$ cat config.mk
export PLATFORM = sky130hd
export DESIGN_NAME = zhxpu_boot
export DESIGN_NICKNAME = d
export VERILOG_FILES = /design/src/source/boot_pkg.sv /design/src/source/zhxpu_boot.sv /design/src/source/dig_ctrl.sv /design/src/source/inst_fetch.sv /design/src/source/inst_ram.sv /design/src/source/bootloader.sv /design/src/source/flash_ctrl.sv
export SDC_FILE = /design/constraint.sdc
export NUM_CORES = 1
export LEC_CHECK = 0
export BUFFER_PORTS_ARGS = -buffer_cell sky130_fd_sc_hd__clkbuf_2
export CORE_UTILIZATION = 52
export CTS_CLUSTER_SIZE = 28
export DETAILED_ROUTE_END_ITERATION = 10
export PLACE_DENSITY = 0.71
export SLEW_MARGIN = 20
export SYNTH_ARGS = -nofsm -noshare
export SYNTH_HDL_FRONTEND = slang
export SYNTH_HIERARCHICAL = 1
export SYNTH_SLANG_ARGS = --single-unit
$ cat constraint.sdc
create_clock -name clk -period 2.8 [get_ports clk]
set_input_delay 0.42 -clock clk [delete_from_list [all_inputs] [get_ports clk]]
set_output_delay 0.42 -clock clk [all_outputs]
set_load 0.1 [all_outputs]
$ cat src/source/boot_pkg.sv
package boot_pkg;

	// Flash word and instruction width
	localparam int WORD_W = 16;

	// Top five bits of an instruction
	typedef enum logic [4:0] {
		op_other = 5'b00000,
		op_nop   = 5'b00001,
		op_b     = 5'b00010
	} opcode_t;

	typedef enum logic [1:0] {
		fl_idle,
		fl_wait,
		fl_done
	} flash_state_t;

	typedef enum logic [1:0] {
		bt_request,
		bt_write,
		bt_finished
	} boot_state_t;

	typedef enum logic [1:0] {
		fe_off,
		fe_request,
		fe_wait
	} fetch_state_t;

endpackage
$ cat src/source/zhxpu_boot.sv
module zhxpu_boot
	import boot_pkg::*;
#(
	parameter int FLASH_WAIT = 3,
	parameter int RAM_AW = 6
) (
	input  logic              clk,
	input  logic              reset,
	input  logic [WORD_W-1:0] flash_data,
	output logic [22:0]       flash_addr,
	output logic              flash_ce,
	output logic              flash_oe,
	output logic              flash_we,
	output logic [6:0]        seg1,
	output logic [6:0]        seg2,
	output logic [15:0]       led,
	output logic              boot_done,
	output logic              inst_valid,
	output logic [RAM_AW-1:0] pc
);
	logic flash_need_to_work;
	logic flash_work_done;
	logic [RAM_AW-1:0] flash_word_addr;
	logic [WORD_W-1:0] flash_word;
	logic init_wr;
	logic [RAM_AW-1:0] init_addr;
	logic [WORD_W-1:0] init_data;
	logic ram_need_to_work;
	logic ram_work_done;
	logic [WORD_W-1:0] ram_result;
	logic [WORD_W-1:0] inst;
	logic [7:0] disp_byte;

	// Never written
	assign flash_we = 1'b1;

	flash_ctrl #(.FLASH_WAIT(FLASH_WAIT), .RAM_AW(RAM_AW)) __flash_ctrl (
		.clk(clk), .reset(reset),
		.need_to_work(flash_need_to_work), .addr(flash_word_addr),
		.flash_data(flash_data), .flash_addr(flash_addr),
		.flash_ce(flash_ce), .flash_oe(flash_oe),
		.data(flash_word), .work_done(flash_work_done)
	);

	bootloader #(.RAM_AW(RAM_AW)) __bootloader (
		.clk(clk), .reset(reset),
		.flash_done(flash_work_done), .flash_data(flash_word),
		.need_to_work(flash_need_to_work), .caddr(flash_word_addr),
		.init_wr(init_wr), .init_addr(init_addr), .init_data(init_data),
		.boot_done(boot_done)
	);

	inst_ram #(.RAM_AW(RAM_AW)) __inst_ram (
		.clk(clk),
		.init_wr(init_wr), .init_addr(init_addr), .init_data(init_data),
		.need_to_work(ram_need_to_work), .addr(pc),
		.work_done(ram_work_done), .result(ram_result)
	);

	inst_fetch #(.RAM_AW(RAM_AW)) __inst_fetch (
		.clk(clk), .reset(reset), .boot_done(boot_done),
		.ram_work_done(ram_work_done), .ram_result(ram_result),
		.ram_need_to_work(ram_need_to_work),
		.pc(pc), .inst(inst), .inst_valid(inst_valid)
	);

	// Boot address while loading, program counter afterwards
	assign disp_byte = boot_done ? 8'(pc) : 8'(init_addr);

	dig_ctrl __dig_ctrl_1 (.dig(disp_byte[7:4]), .light(seg1));
	dig_ctrl __dig_ctrl_2 (.dig(disp_byte[3:0]), .light(seg2));

	always_ff @(posedge clk) begin
		if (reset) begin
			led <= '0;
		end else if (inst_valid) begin
			led <= inst;
		end
	end

endmodule

$ cat src/source/dig_ctrl.sv
module dig_ctrl (
	input  logic [3:0] dig,
	output logic [6:0] light
);
	// Segments g..a, lit when set
	logic [6:0] seg;

	always_comb begin
		case (dig)
			4'h0: seg = 7'h3f;
			4'h1: seg = 7'h06;
			4'h2: seg = 7'h5b;
			4'h3: seg = 7'h4f;
			4'h4: seg = 7'h66;
			4'h5: seg = 7'h6d;
			4'h6: seg = 7'h7d;
			4'h7: seg = 7'h07;
			4'h8: seg = 7'h7f;
			4'h9: seg = 7'h6f;
			4'ha: seg = 7'h77;
			4'hb: seg = 7'h7c;
			4'hc: seg = 7'h39;
			4'hd: seg = 7'h5e;
			4'he: seg = 7'h79;
			default: seg = 7'h71;
		endcase
	end

	// Display is active low
	assign light = ~seg;

endmodule

$ cat src/source/inst_fetch.sv
module inst_fetch
	import boot_pkg::*;
#(
	parameter int RAM_AW = 6
) (
	input  logic              clk,
	input  logic              reset,
	input  logic              boot_done,
	input  logic              ram_work_done,
	input  logic [WORD_W-1:0] ram_result,
	output logic              ram_need_to_work,
	output logic [RAM_AW-1:0] pc,
	output logic [WORD_W-1:0] inst,
	output logic              inst_valid
);
	fetch_state_t state;
	opcode_t op;
	logic [WORD_W-1:0] offset;
	logic [RAM_AW-1:0] next_pc;

	function automatic opcode_t classify(input logic [4:0] top);
		case (top)
			op_nop:  return op_nop;
			op_b:    return op_b;
			default: return op_other;
		endcase
	endfunction

	assign inst = ram_result;
	assign inst_valid = (state == fe_wait) && ram_work_done;

	always_comb begin
		op = classify(inst[WORD_W-1:WORD_W-5]);
		offset = {{(WORD_W - 11){inst[10]}}, inst[10:0]};
		case (op)
			// Relative to the branch's own address, wraps at image size
			op_b:    next_pc = pc + offset[RAM_AW-1:0];
			default: next_pc = pc + 1'b1;
		endcase
	end

	always_ff @(posedge clk) begin
		if (reset) begin
			state <= fe_off;
			pc <= '0;
			ram_need_to_work <= 1'b0;
		end else begin
			case (state)
				fe_off: begin
					if (boot_done) begin
						ram_need_to_work <= 1'b1;
						state <= fe_request;
					end
				end
				fe_request: begin
					ram_need_to_work <= 1'b0;
					state <= fe_wait;
				end
				fe_wait: begin
					if (ram_work_done) begin
						pc <= next_pc;
						ram_need_to_work <= 1'b1;
						state <= fe_request;
					end
				end
				default: state <= fe_off;
			endcase
		end
	end

endmodule

$ cat src/source/inst_ram.sv
module inst_ram
	import boot_pkg::*;
#(
	parameter int RAM_AW = 6
) (
	input  logic              clk,
	input  logic              init_wr,
	input  logic [RAM_AW-1:0] init_addr,
	input  logic [WORD_W-1:0] init_data,
	input  logic              need_to_work,
	input  logic [RAM_AW-1:0] addr,
	output logic              work_done,
	output logic [WORD_W-1:0] result
);
	localparam int IMAGE_WORDS = 1 << RAM_AW;

	logic [WORD_W-1:0] mem [IMAGE_WORDS];

	// Boot side write port
	always_ff @(posedge clk) begin
		if (init_wr) begin
			mem[init_addr] <= init_data;
		end
	end

	// Fetch side read, one cycle latency
	always_ff @(posedge clk) begin
		if (need_to_work) begin
			result <= mem[addr];
		end
	end

	always_ff @(posedge clk) begin
		work_done <= need_to_work;
	end

endmodule

$ cat src/source/bootloader.sv
module bootloader
	import boot_pkg::*;
#(
	parameter int RAM_AW = 6
) (
	input  logic              clk,
	input  logic              reset,
	input  logic              flash_done,
	input  logic [WORD_W-1:0] flash_data,
	output logic              need_to_work,
	output logic [RAM_AW-1:0] caddr,
	output logic              init_wr,
	output logic [RAM_AW-1:0] init_addr,
	output logic [WORD_W-1:0] init_data,
	output logic              boot_done
);
	localparam int IMAGE_WORDS = 1 << RAM_AW;
	localparam logic [RAM_AW-1:0] LAST_ADDR = RAM_AW'(IMAGE_WORDS - 1);

	boot_state_t state;

	always_ff @(posedge clk) begin
		if (reset) begin
			state <= bt_request;
			need_to_work <= 1'b0;
			caddr <= '0;
			init_wr <= 1'b0;
			init_addr <= '0;
			boot_done <= 1'b0;
		end else begin
			case (state)
				bt_request: begin
					need_to_work <= 1'b1;
					if (flash_done) begin
						need_to_work <= 1'b0;
						init_wr <= 1'b1;
						init_addr <= caddr;
						state <= bt_write;
					end
				end
				bt_write: begin
					init_wr <= 1'b0;
					if (caddr == LAST_ADDR) begin
						boot_done <= 1'b1;
						state <= bt_finished;
					end else begin
						caddr <= caddr + 1'b1;
						need_to_work <= 1'b1;
						state <= bt_request;
					end
				end
				// Image copied, stay here until reset
				bt_finished: begin
					need_to_work <= 1'b0;
				end
				default: state <= bt_finished;
			endcase
		end
	end

	always_ff @(posedge clk) begin
		if (state == bt_request && flash_done) begin
			init_data <= flash_data;
		end
	end

endmodule

$ cat src/source/flash_ctrl.sv
module flash_ctrl
	import boot_pkg::*;
#(
	parameter int FLASH_WAIT = 3,
	parameter int RAM_AW = 6
) (
	input  logic              clk,
	input  logic              reset,
	input  logic              need_to_work,
	input  logic [RAM_AW-1:0] addr,
	input  logic [WORD_W-1:0] flash_data,
	output logic [22:0]       flash_addr,
	output logic              flash_ce,
	output logic              flash_oe,
	output logic [WORD_W-1:0] data,
	output logic              work_done
);
	localparam int CNT_W = $clog2(FLASH_WAIT + 1);

	flash_state_t state;
	logic [CNT_W-1:0] wait_cnt;
	logic last_wait;

	assign last_wait = (state == fl_wait) && (wait_cnt == CNT_W'(FLASH_WAIT - 1));

	always_ff @(posedge clk) begin
		if (reset) begin
			state <= fl_idle;
			wait_cnt <= '0;
			flash_addr <= '0;
			flash_ce <= 1'b1;
			flash_oe <= 1'b1;
			work_done <= 1'b0;
		end else begin
			case (state)
				fl_idle: begin
					if (need_to_work) begin
						// Word address, zero-extended onto the flash bus
						flash_addr <= 23'(addr);
						flash_ce <= 1'b0;
						flash_oe <= 1'b0;
						wait_cnt <= '0;
						state <= fl_wait;
					end
				end
				fl_wait: begin
					if (last_wait) begin
						flash_ce <= 1'b1;
						flash_oe <= 1'b1;
						work_done <= 1'b1;
						state <= fl_done;
					end else begin
						wait_cnt <= wait_cnt + 1'b1;
					end
				end
				fl_done: begin
					work_done <= 1'b0;
					state <= fl_idle;
				end
				default: state <= fl_idle;
			endcase
		end
	end

	// Sample at the end of the output-enable window
	always_ff @(posedge clk) begin
		if (last_wait) begin
			data <= flash_data;
		end
	end

endmodule

# Word-level counts from Yosys, hierarchy flattened
# Memories as Yosys holds them, arrays and structs flattened. A register that Yosys moved wholly into a read port is not among the register bits.
# Cells that the tools add are included.
# Widths: inputs -> output; s select.
[classes] bitwise=4 addsub=4 n_reduce_logical=25 n_eq_ne=18 mux=29
[ops] operator="$reduce_and 2->1" n=11
[ops] operator="$mux 2" n=8
[ops] operator="$not 7->7" n=2
[ops] operator="$add 6x1->6 const B" n=2
[ops] operator="$mux 6" n=2
[ops] operator="$pmux 2 s2" n=3
[ops] operator="$pmux 2 s3" n=2
[ops] operator="$eq 2x2->1 const B" n=5
[ops] operator="$ne 2x2->1 const B" n=5
[ops] operator="$mux 1" n=9
[ops] operator="$reduce_and 3->1" n=3
[ops] operator="$add 6x6->6" n=1
[ops] operator="$eq 2x1->1 const B" n=3
[ops] operator="$eq 6x6->1 const B" n=1
[ops] operator="$logic_not 2->1" n=3
[ops] operator="$pmux 1 s2" n=3
[ops] operator="$pmux 1 s3" n=2
[ops] operator="$reduce_bool 2->1" n=3
[ops] operator="$reduce_bool 3->1" n=2
[ops] operator="$eq 5x1->1 const B" n=1
[ops] operator="$eq 5x2->1 const B" n=1
[ops] operator="$ne 2x1->1 const B" n=2
[ops] operator="$logic_and 1x1->1" n=3
[ops] operator="$add 2x1->2 const B" n=1
[ops] operator="$not 1->1" n=2
[totals] n_memories=3 rom_bits=224 mem_bits_rw=1024 word_cells=101 regBits=87 output_inout_bits=64 inputBits=18
[memory_table] memory="__inst_ram.mem" depth=64 word_bits=16 read_ports=1 rd_clocked_by_memory_dff=1 write_ports=1 line_no="inst_ram.sv:17" source="logic [WORD_W-1:0] mem [IMAGE_WORDS];"
[memory_table] memory="(name not given)" depth=16 word_bits=7 read_ports=1 rd_clocked_by_memory_dff=0 write_ports=0 line_no="dig_ctrl.sv:9" source="case (dig)"
[memory_table] memory="(name not given)" depth=16 word_bits=7 read_ports=1 rd_clocked_by_memory_dff=0 write_ports=0 line_no="dig_ctrl.sv:9"

# Logic depth before layout (Yosys ltp)
# Gate-level depths: netlist (run 1).
[logic_depth] word_depth=4 ltp_mapped=10 mapped_depth_nobuf=8

# Cells and area by module
# Netlist (run 1), hierarchy kept.
[modules_own_cells] module="inst_ram" area_each_um2=40222.3 n_inst=1 seq_area_each_um2=31250.0 cells_each=1830
[modules_own_cells] module="bootloader" area_each_um2=1298.7 n_inst=1 seq_area_each_um2=820.8 cells_each=110
[modules_own_cells] module="flash_ctrl" area_each_um2=1094.8 n_inst=1 seq_area_each_um2=720.7 cells_each=83
[modules_own_cells] module="inst_fetch" area_each_um2=749.5 n_inst=1 seq_area_each_um2=180.2 cells_each=90
[modules_own_cells] module="zhxpu_boot" area_each_um2=668.1 n_inst=1 seq_area_each_um2=320.3 cells_each=62
[modules_own_cells] module="dig_ctrl" area_each_um2=252.7 n_inst=2 seq_area_each_um2=0.0 cells_each=31

# Least setup slack after synthesis (run 1)
# Ideal clock, no wire load.
[synth_timing] path_kind="register to output" startpoint="register __bootloader.boot_done" endpoint="output port seg2[4]" t_required_ns=2.380 path_buffers=1 slack_ns=-1.803 stages_incl_launch_ff=7 arrival_ns=4.183 cell_sequence="dfxtp_1 buf_2 mux2_2 inv_1 ha_1 nor2b_1 o32ai_1"
[synth_between] elab_chain_cells=3
[synth_rtl] item="start, declared" line_no="bootloader.sv:15" source="output logic boot_done"
[synth_rtl] item="start signal, assigned" line_no="bootloader.sv:29" source="boot_done <= 1'b0;"
[synth_rtl] item="start signal, assigned" line_no="bootloader.sv:44" source="boot_done <= 1'b1;"
[synth_rtl] item="$mux 6" line_no="zhxpu_boot.sv:68" source="assign disp_byte = boot_done ? 8'(pc) : 8'(init_addr);"
[synth_rtl] item="via disp_byte[0]" line_no="zhxpu_boot.sv:32" source="logic [7:0] disp_byte;"
[synth_rtl] item="$mem_v2 16x7"
[synth_rtl] item="$not 7->7" line_no="dig_ctrl.sv:30" source="assign light = ~seg;"
[synth_rtl] item="end, declared" line_no="zhxpu_boot.sv:15" source="output logic [6:0] seg2,"
# The timed path passes the listed nets, and every way through them passes these cells.

# Worst setup path after layout (run 1)
[layout_timing] startpoint="register __inst_fetch.pc[0]" endpoint="output port seg2[0]"
[layout_between] elab_chain_cells=3
[layout_rtl] item="start, declared" line_no="inst_fetch.sv:12" source="output logic [RAM_AW-1:0] pc,"
[layout_rtl] item="start signal, assigned" line_no="inst_fetch.sv:61" source="pc <= next_pc;"
[layout_rtl] item="$mux 6" line_no="zhxpu_boot.sv:68"
[layout_rtl] item="via disp_byte[0]" line_no="zhxpu_boot.sv:32"
[layout_rtl] item="$mem_v2 16x7"
[layout_rtl] item="$not 7->7" line_no="dig_ctrl.sv:30"
# The timed path passes the listed nets, and every way through them passes these cells.

==> results of run 1 <==
==> per-layer routing <==
metal	vias up	global-route usage	part of all wire
met3	185	0.0397	0.090
met5	-	0	0
met1	11800	0.343	0.39
li1	9625	-	-
met4	0	0.0696	0.028
met2	1064	0.393	0.49
==> power breakdown <==
part           switching [uW]  leakage, uW  internal, uW
clock                    6290      0.00165          7890
sequential               75.5       0.0101         18400
combinational             732      0.00439           279
total                    7100       0.0161         26500
==> sequential cells by signal (all words and copies together), names as in the netlist, 2 cells and up <==
signal and count:
led 16, __flash_ctrl/data 16, __bootloader/init_addr 6, __flash_ctrl/flash_addr 6, __inst_fetch/pc 6, __flash_ctrl/state 2
__inst_ram/mem 1024, __bootloader/caddr 6, __bootloader/state 2, __inst_ram/result 16, __bootloader/init_data 16, __flash_ctrl/wait_cnt 2
__inst_fetch/state 2
==> worst paths after layout <==
path | start | to | slack, ns | cells past startpoint
setup / recovery | __inst_fetch/pc[0]$_SDFFE_PP0P_ | seg2[0] | -0.04 | 8
hold / removal | reset | __bootloader/boot_done$_SDFFE_PP0P_ | 0.34 | 2
setup reg to reg | __inst_ram/result[14]$_DFFE_PP_ | __inst_fetch/pc[5]$_SDFFE_PP0P_ | 0.07 | 7
hold reg to reg | __flash_ctrl/data[13]$_DFFE_PP_ | __bootloader/init_data[13]$_DFFE_PP_ | 0.42 | 0
==> placed cells by master, fill, tap and decap left out, types with 6 or more instances in the layout <==
cell type,count
a211oi_1,10
clkinv_1,27
nor2_1,108
edfxtp_1,1072
a221o_1,7
clkbuf_2,50
ha_1,18
nand2b_1,14
clkinv_2,14
inv_1,11
mux4_2,222
a211o_1,10
clkbuf_16,108
a221oi_1,16
nand3_1,33
buf_4,201
dfxtp_1,45
a311oi_1,10
and4_1,7
dfxtp_4,6
conb_1,23
a31oi_1,13
mux2_2,30
nand4_1,14
a22o_1,8
nand2_1,81
a22oi_1,39
mux2i_1,114
clkbuf_1,27
o21ai_0,8
bufinv_16,7
dlygate4sd3_1,16
a21oi_1,35
nor2b_1,35
buf_12,30
==> kinds of logic (layout without fill, tap and decap cells) <==
group | after synthesis | after routing | synth area share
xor+xnor | 3 | 3 | 0.000590
simple gates | 345 | 345 | 0.0387
buf+inv | 174 | 517 | 0.0265
mux | 375 | 375 | 0.149
flops | 1127 | 1127 | 0.747
other cells | 3 | 25 | 0.000253
fa+ha+maj | 25 | 25 | 0.00719
compound gates | 185 | 185 | 0.0300
==> what timing repair did <==
| action | in CTS | in global routing |
|---|---|---|
| cloned | 1 | 0 |
| endpoints found under the hold margin | 16 | 0 |
| hold buffers | 16 | 0 |
| setup buffers | 10 | 2 |
| endpoints found under the setup margin | 10 | 15 |
| pin swaps | 2 | 6 |
| resized for setup | 26 | 13 |
==> metrics by stage <==
stage / cell area, um^2 / cells / setup slack (ns) / util / power (uW)
floorplan: 44700 / 2257 / 0.00388 / - / 19500
global placement: 47300 / 3506 / -0.0372 / 0.562 / 19700
detailed placement: 47300 / 3506 / -0.0633 / 0.562 / 19800
CTS: 51100 / 3732 / -0.0600 / 0.607 / 33600
global route: 51200 / 3734 / -0.0993 / 0.608 / 34400
finish: 51200 / 3736 / -0.0411 / 0.608 / 33600
==> critical path, delay by kind of cell (launching register included) <==
kind,cells,cell delay [ns]
muxes,1,0.30
buffers and inverters,3,0.41
and+or+nand+nor,2,0.43
DFF,1,0.38
adders and majority gates,1,0.14
AOI/OAI and AO/OA,1,0.08
==> final cells by class <==
cell class	instances	area, um^2
repair buffers	302	2610
clock buffers	139	2860
fillers	5806	33000
multi-input cells	956	10300
diodes	2	5.00
inverters	16	70.1
clock inverters	60	582
well taps	1134	1420
flip-flops and latches	1127	33300
==> impl_metrics.toml, run 1 <==
[yosys]
synth_most_common_cell = "edfxtp_1"
synth_largest_area_cell = "edfxtp_1"
ys_async_sr_fraction = 0
syn_area_per_cell_um2 = 19.9
synth_top_area_frac = 0.723
synthTopCellsByArea = "edfxtp_1 72%, mux4_2 11%, mux2i_1 2.6%"
synth_edf_count = 1072
netlist_area_um2 = 44500
yosysWarnings = 6
ys.flop_type = "edfxtp_1"
ys_ff_latch = 1127
ys_seq_area_frac = 0.747
synthCells = 2237
synthDistinctLibCells = 71
synth_common_cells = "1072 x edfxtp_1, 220 x mux4_2, 115 x mux2i_1"

[timing]
finalWorstSetupSlack_ns = -0.0411
slew_headroom = 0.328
finalHoldViolCount = 0
worst_slew_pin_slew_ns = 1.01
post-route-period-util = 1.01
rsz0062_at_grt = "yes"
hold_ws_ns = 0.335
setup_viol = 3
clock_skew_ns = 0.0344
tns_ns = -0.104
clock.fmax_ghz = 0.352
slew_violations = 0
period_minus_slack_ns = 2.84

[clocking]
htreeDepth = 3
cts_made_buffers = 107
root_buffer = "clkbuf_16"
clkLatencyLatePin_ns = 0.70
clockBufferDepth = 3
cts_sinks = 1127
cts.clk_slew.worst_paths_ns = 0.06
cts_tree = "built"

[critical_path]
path_max_fanout = 4
crit_path_max_incr_delay_ns = 0.40
required_ns = 2.38
crit_type = "reg2out"
path_cells = "buf_16 -> mux2_4 -> inv_6 -> ha_4 -> nor2_2 -> or3b_4 -> o21ai_4 -> buf_12"
worst_ep_arrival_time_ns = 2.42
crit_path_top_delay_cell = "or3b_4"
crit_path_end_kind = "output pin"
start_kind = "flip-flop"

[detailed_routing]
vias_per_cell = 6.08
routedWlPerCell_um = 27.7
drtIter0Drc = 2605
vias = 22700
dr.pass1.iters = 5
routed_wl_um = 103000
antenna_left = 0
drc_errors = 0

[global_routing]
grt_max_degree = 65
grt_pass1_vias = 22800
antenna_found_initial = 2
grt_pass1_wl_um = 152000
grt_usage = 0.243
grt_overflow = 0

[floorplanning]
initial_core_util = 0.529
num_io_pins = 82
die_y_um = 295
die_w_um = 295
coreArea_um2 = 84200
rows = 106
dieArea_um2 = 86800

[placement]
port_buffers = 62
hpwl_um = 63000
place_congestion = 0.923

[pwr]
p_leak_uw = 0.0161
peakVddDrop_uv = 542
powerDensity_nw_per_um2 = 657

[cells_and_area]
nets = 2553
drive_above_1_share = 0.284
area_delta_synth_final_pct = 15.0

[flow_run]
drv_cap = 0

[run_status]
status = "finished, violations left"
violations = "negative setup slack"

[min_path]
hold_class = "in2reg"
Note: power is estimated with default switching activity, not from simulation.
==> run 2: changes to the inputs <==
PLACE_DENSITY = 0.68   (was 0.71)
clock period = 2.78 ns   (was 2.8 ns; I/O delays follow)
==> run 2 against run 1 <==
Compared with the run above:
- the flow still finishes with violations (negative setup slack)
- register-to-register slack got worse by 0.05 ns
- routed wire length fell by 1.3%
- clock-buffer cell count fell by 7
- die area did not move
- setup slack got worse by 0.0023 ns
- sequential share of layout area fell by 0.20 points
- design area rose by 0.30%
- largest power group unchanged
- highest routed layer unchanged
==> impl_metrics.toml, run 2 (synthesis results as in run 1) <==
[critical_path]
path_cells = "mux2_4 -> inv_6 -> ha_4 -> nor2b_2 -> or3b_4 -> o21ai_4 -> buf_12"
crit_path_top_delay_cell = "dfxtp_4"
crit_path_max_incr_delay_ns = 0.42
required_ns = 2.36
path_max_fanout = 7
timing.rr.start = "__inst_fetch/pc[0]$_SDFFE_PP0P_"
rr_endpoint = "__inst_ram/result[10]$_DFFE_PP_"
crit_path_end_kind = "output pin"
r2r_slack_ns = 0.02
worstRegToRegCells = 7
start_kind = "flip-flop"
crit_type = "reg2out"
worst_ep_arrival_time_ns = 2.41

[run_status]
status = "finished, violations left"
violations = "negative setup slack"

[timing]
clock_skew_ns = 0.0179
post-route-period-util = 1.02
rsz0062_at_grt = "yes"
slew_violations = 0
worst_slew_pin_slew_ns = 1.03
finalWorstSetupSlack_ns = -0.0435
clock.fmax_ghz = 0.354
slew_headroom = 0.316
period_minus_slack_ns = 2.82
hold_ws_ns = 0.250
setup_viol = 2
finalHoldViolCount = 0

[floorplanning]
dieArea_um2 = 86800
die_w_um = 295
rows = 106
die_y_um = 295
coreArea_um2 = 84200
num_io_pins = 82
initial_core_util = 0.529

[clocking]
htreeDepth = 3
clockBufferDepth = 3
cts.clk_slew.worst_paths_ns = 0.06
cts_tree = "built"
root_buffer = "clkbuf_16"
cts_sinks = 1127
cts_made_buffers = 110
clkLatencyLatePin_ns = 0.68

[placement]
place_congestion = 0.888
hpwl_um = 62600
port_buffers = 62
place_area_um2 = 47300

[detailed_routing]
vias = 22500
drc_errors = 0
routed_wl_um = 102000
vias_per_cell = 6.02
antenna_left = 0
dr.pass1.iters = 5
routedWlPerCell_um = 27.3
drtIter0Drc = 2073

[cells_and_area]
largest_reg_flops = 1024
final_common_cell = "edfxtp_1"
drive_above_1_share = 0.284
area_delta_synth_final_pct = 15.3
diodes = 0
regMostFlops = "__inst_ram/mem"
layout_common_cells = "1072 x edfxtp_1, 222 x mux4_2, 197 x buf_4"
nets = 2551
finish.instance_area_um2 = 51400

[min_path]
min_delay_path_depth = 2
holdCritStartpoint = "reset"
hold_end = "led[4]$_SDFFE_PP0P_"
hold_class = "in2reg"

[global_routing]
grt_usage = 0.239
grt_pass1_wl_um = 149000
grt_max_degree = 65
grt_overflow = 0
antenna_found_initial = 1
grt_pass1_vias = 22800

[flow_run]
drv_cap = 0

[pwr]
powerDensity_nw_per_um2 = 672
p_leak_uw = 0.0162
peakVddDrop_uv = 617
run 2: area by class of cell:
| type | count | area, um^2 |
|---|---|---|
| multi-input combinational | 956 | 10300 |
| timing repair buffer | 297 | 2570 |
| tap | 1134 | 1420 |
| inverter | 16 | 70.1 |
| clock buffer | 132 | 2880 |
| clock inverter | 71 | 762 |
| sequential | 1127 | 33300 |
| fill | 5845 | 32900 |
run 2: power breakdown:
group	leakage (uW)	total (uW)	internal (uW)	switching (uW)
combinational	0.00436	994	276	718
clock	0.00175	15000	8680	6280
sequential	0.0101	18600	18500	68.0
total	0.0162	34500	27400	7060
run 2: worst max path at each step:
stage,start,end,slack (ns),cells past startpoint
6_report,__bootloader/boot_done$_SDFFE_PP0P_,seg2[0],-0.04,7
4_1_cts,__inst_fetch/pc[0]$_SDFFE_PP0P_,seg2[0],-0.04,8
3_5_place_dp,__inst_ram/result[11]$_DFFE_PP_,__inst_fetch/pc[5]$_SDFFE_PP0P_,0.07,8
5_1_grt,__bootloader/boot_done$_SDFFE_PP0P_,seg2[0],-0.08,7
2_1_floorplan,__bootloader/boot_done$_SDFFE_PP0P_,seg1[0],0.02,6
3_3_place_gp,__inst_ram/result[11]$_DFFE_PP_,__inst_fetch/pc[5]$_SDFFE_PP0P_,0.06,8
run 2: through the flow:
| step | util | power, uW | setup TNS [ns] | setup slack (ns) | std cells |
|---|---|---|---|---|---|
| 2_1_floorplan | - | 19600 | 0 | 0.0247 | 2257 |
| 3_3_place_gp | 0.561 | 19800 | 0 | 0.0565 | 3501 |
| 3_5_place_dp | 0.561 | 19900 | 0 | 0.0728 | 3501 |
| 4_1_cts | 0.609 | 34600 | -0.252 | -0.0388 | 3731 |
| 5_1_grt | 0.610 | 35300 | -0.155 | -0.0784 | 3733 |
| 6_report | 0.610 | 34500 | -0.0612 | -0.0435 | 3733 |
run 2: worst max-delay path, delay by kind of cell, from the launching register on:
kind,cells,cell delay (ns)
and+or+nand+nor,2,0.45
muxes,1,0.36
DFF,1,0.42
adders and majority gates,1,0.15
AOI/OAI and AO/OA,1,0.08
buffers and inverters,2,0.28
run 2: layer usage:
layer / share of wire / vias up / global-route usage
met1: 0.40 / 11800 / 0.325
met4: 0.034 / 0 / 0.0832
li1: - / 9626 / -
met2: 0.49 / 850 / 0.387
met3: 0.076 / 185 / 0.0477
met5: 0 / - / 0
run 2: repair_timing:
action / in CTS / in global routing
endpoints found under the hold margin: 16 / 0
resized for setup: 30 / 11
gates cloned: 0 / 1
setup endpoints to repair: 11 / 20
pin swaps: 2 / 3
buffers inserted: 11 / 1
hold buffers: 16 / 0
==> run 3: changes to the inputs <==
PLACE_DENSITY = 0.71   (was 0.68)
SETUP_SLACK_MARGIN = 0.1   (was unset)
clock period = 2.5 ns   (was 2.78 ns; I/O delays follow)
==> run 3 against run 2 <==
Compared with the run above:
- the run still ends with negative setup slack left
- largest power group unchanged
- critical endpoint is now seg2[3]
- non-clock buffer count is 114 higher
- via count rose by 4.5%
- core utilization rose by 2.4 points
- sequential power up 11%
==> impl_metrics.toml, run 3 (synthesis results as in run 1) <==
[run_status]
status = "finished, violations left"
violations = "negative setup slack"

[floorplanning]
rows = 106
num_io_pins = 82
coreArea_um2 = 84200
initial_core_util = 0.529
dieArea_um2 = 86800
die_w_um = 295
die_y_um = 295

[clocking]
htreeDepth = 3
clkLatencyLatePin_ns = 0.69
root_buffer = "clkbuf_16"
cts_sinks = 1127
clockBufferDepth = 3
cts_made_buffers = 105
cts.clk_slew.worst_paths_ns = 0.06
cts_tree = "built"

[pwr]
peakVddDrop_uv = 723
p_leak_uw = 0.0171
p_total_uw = 38700
powerDensity_nw_per_um2 = 726

[cells_and_area]
final_common_cell = "edfxtp_1"
fillers = 5535
diodes = 0
largest_reg_flops = 1024
layout_common_cells = "1072 x edfxtp_1, 254 x buf_4, 222 x mux4_2"
nets = 2661
drive_above_1_share = 0.345
area_delta_synth_final_pct = 19.8
regMostFlops = "__inst_ram/mem"

[detailed_routing]
routedWlPerCell_um = 28.0
vias_per_cell = 6.11
vias = 23500
drtIter0Drc = 2504
drc_errors = 0
antenna_left = 0
routed_wl_um = 108000
dr.pass1.iters = 5

[timing]
clock.fmax_ghz = 0.352
slew_violations = 0
clock_skew_ns = 0.0279
slew_headroom = 0.221
worst_slew_pin_slew_ns = 1.17
hold_ws_ns = 0.275
finalHoldViolCount = 0
setup_viol = 31
finalWorstSetupSlack_ns = -0.340
period_minus_slack_ns = 2.84
rsz0062_at_grt = "yes"
post-route-period-util = 1.14

[critical_path]
crit_type = "reg2out"
worst_ep_arrival_time_ns = 2.47
critical_path_buf_inv_count = 2
crit_path_top_delay_cell = "mux4_2"
required_ns = 2.12
r2r_slack_ns = -0.18
crit_path_end_kind = "output pin"
critical_path.top_delay_family = "multiplexers"
start_kind = "flip-flop"
path_cells = "mux2_4 -> buf_6 -> ha_4 -> mux4_2 -> buf_12"
path_max_fanout = 7
crit_path_max_incr_delay_ns = 0.52

[placement]
place_congestion = 0.867
port_buffers = 62
hpwl_um = 62900

[min_path]
hold_class = "in2reg"

[global_routing]
grt_usage = 0.251
grt_max_degree = 65
grt_pass1_wl_um = 157000
grt_overflow = 0
antenna_found_initial = 6
grt_pass1_vias = 23400

[flow_run]
drv_cap = 0
==> run 3: cell type report <==
| type | count | area [um^2] | share of cell area |
|---|---|---|---|
| Sequential cell | 1127 | 33300 | 0.625 |
| Tap cell | 1134 | 1420 | 0.0266 |
| Inverter | 16 | 80.1 | 0.00150 |
| Timing Repair Buffer | 411 | 3940 | 0.0738 |
| Clock buffer | 122 | 2690 | 0.0505 |
| Clock inverter | 72 | 940 | 0.0176 |
| Multi-Input combinational cell | 957 | 11000 | 0.205 |
==> run 3: worst paths after layout <==
| kind | startpoint | end | depth (start not counted) |
|---|---|---|---|
| worst max-delay path | __bootloader/boot_done$_SDFFE_PP0P_ | seg2[3] | 5 |
| worst min-delay path | reset | led[10]$_SDFFE_PP0P_ | 2 |
| worst max register to register | __inst_fetch/pc[0]$_SDFFE_PP0P_ | __inst_ram/result[12]$_DFFE_PP_ | 11 |
| worst min register to register | __flash_ctrl/data[11]$_DFFE_PP_ | __bootloader/init_data[11]$_DFFE_PP_ | 0 |
==> run 3: power by group <==
| group | leakage, uW | internal [uW] | switching [uW] |
|---|---|---|---|
| logic | 0.00524 | 340 | 832 |
| registers | 0.0101 | 20600 | 82.4 |
| clock network | 0.00175 | 9830 | 7070 |
==> run 3: layer usage <==
layer | GRT usage | vias to the layer above | routed length [um]
met5 | 0 | - | 41
met2 | 0.400 | 1184 | 52200
met4 | 0.0854 | 6 | 3560
met1 | 0.353 | 12200 | 42400
li1 | - | 9849 | -
met3 | 0.0457 | 217 | 9440
==> run 3: worst register-to-register path, stage by stage (launching register included) <==
cell and delay [ns]:
dfxtp_4 0.39, buf_6 0.11, buf_12 0.14, buf_12 0.16, buf_8 0.12, buf_12 0.10, buf_12 0.10, mux4_2 0.48
mux2_4 0.32, nand2_2 0.07, nand4_1 0.19, and4_1 0.25
==> run 3: stage by stage <==
step | instances | setup TNS [ns] | area (um^2) | setup WS, ns | util
2_1_floorplan | 2257 | -0.200 | 44800 | -0.104 | -
3_3_place_gp | 3562 | -1.82 | 47800 | -0.303 | 0.568
3_5_place_dp | 3562 | -2.41 | 47800 | -0.339 | 0.568
4_1_cts | 3814 | -3.78 | 52800 | -0.322 | 0.626
5_1_grt | 3839 | -6.04 | 53300 | -0.361 | 0.633
6_report | 3839 | -4.75 | 53300 | -0.340 | 0.633
==> run 3: timing repair <==
action                                  4_1_cts  5_1_grt
buffers inserted                             35       25
endpoints found under the setup margin       34       33
resized for setup                           139       68
endpoints found under the hold margin        16        0
hold buffers                                 16        0
cloned                                        7        2
pin swaps                                    25       43
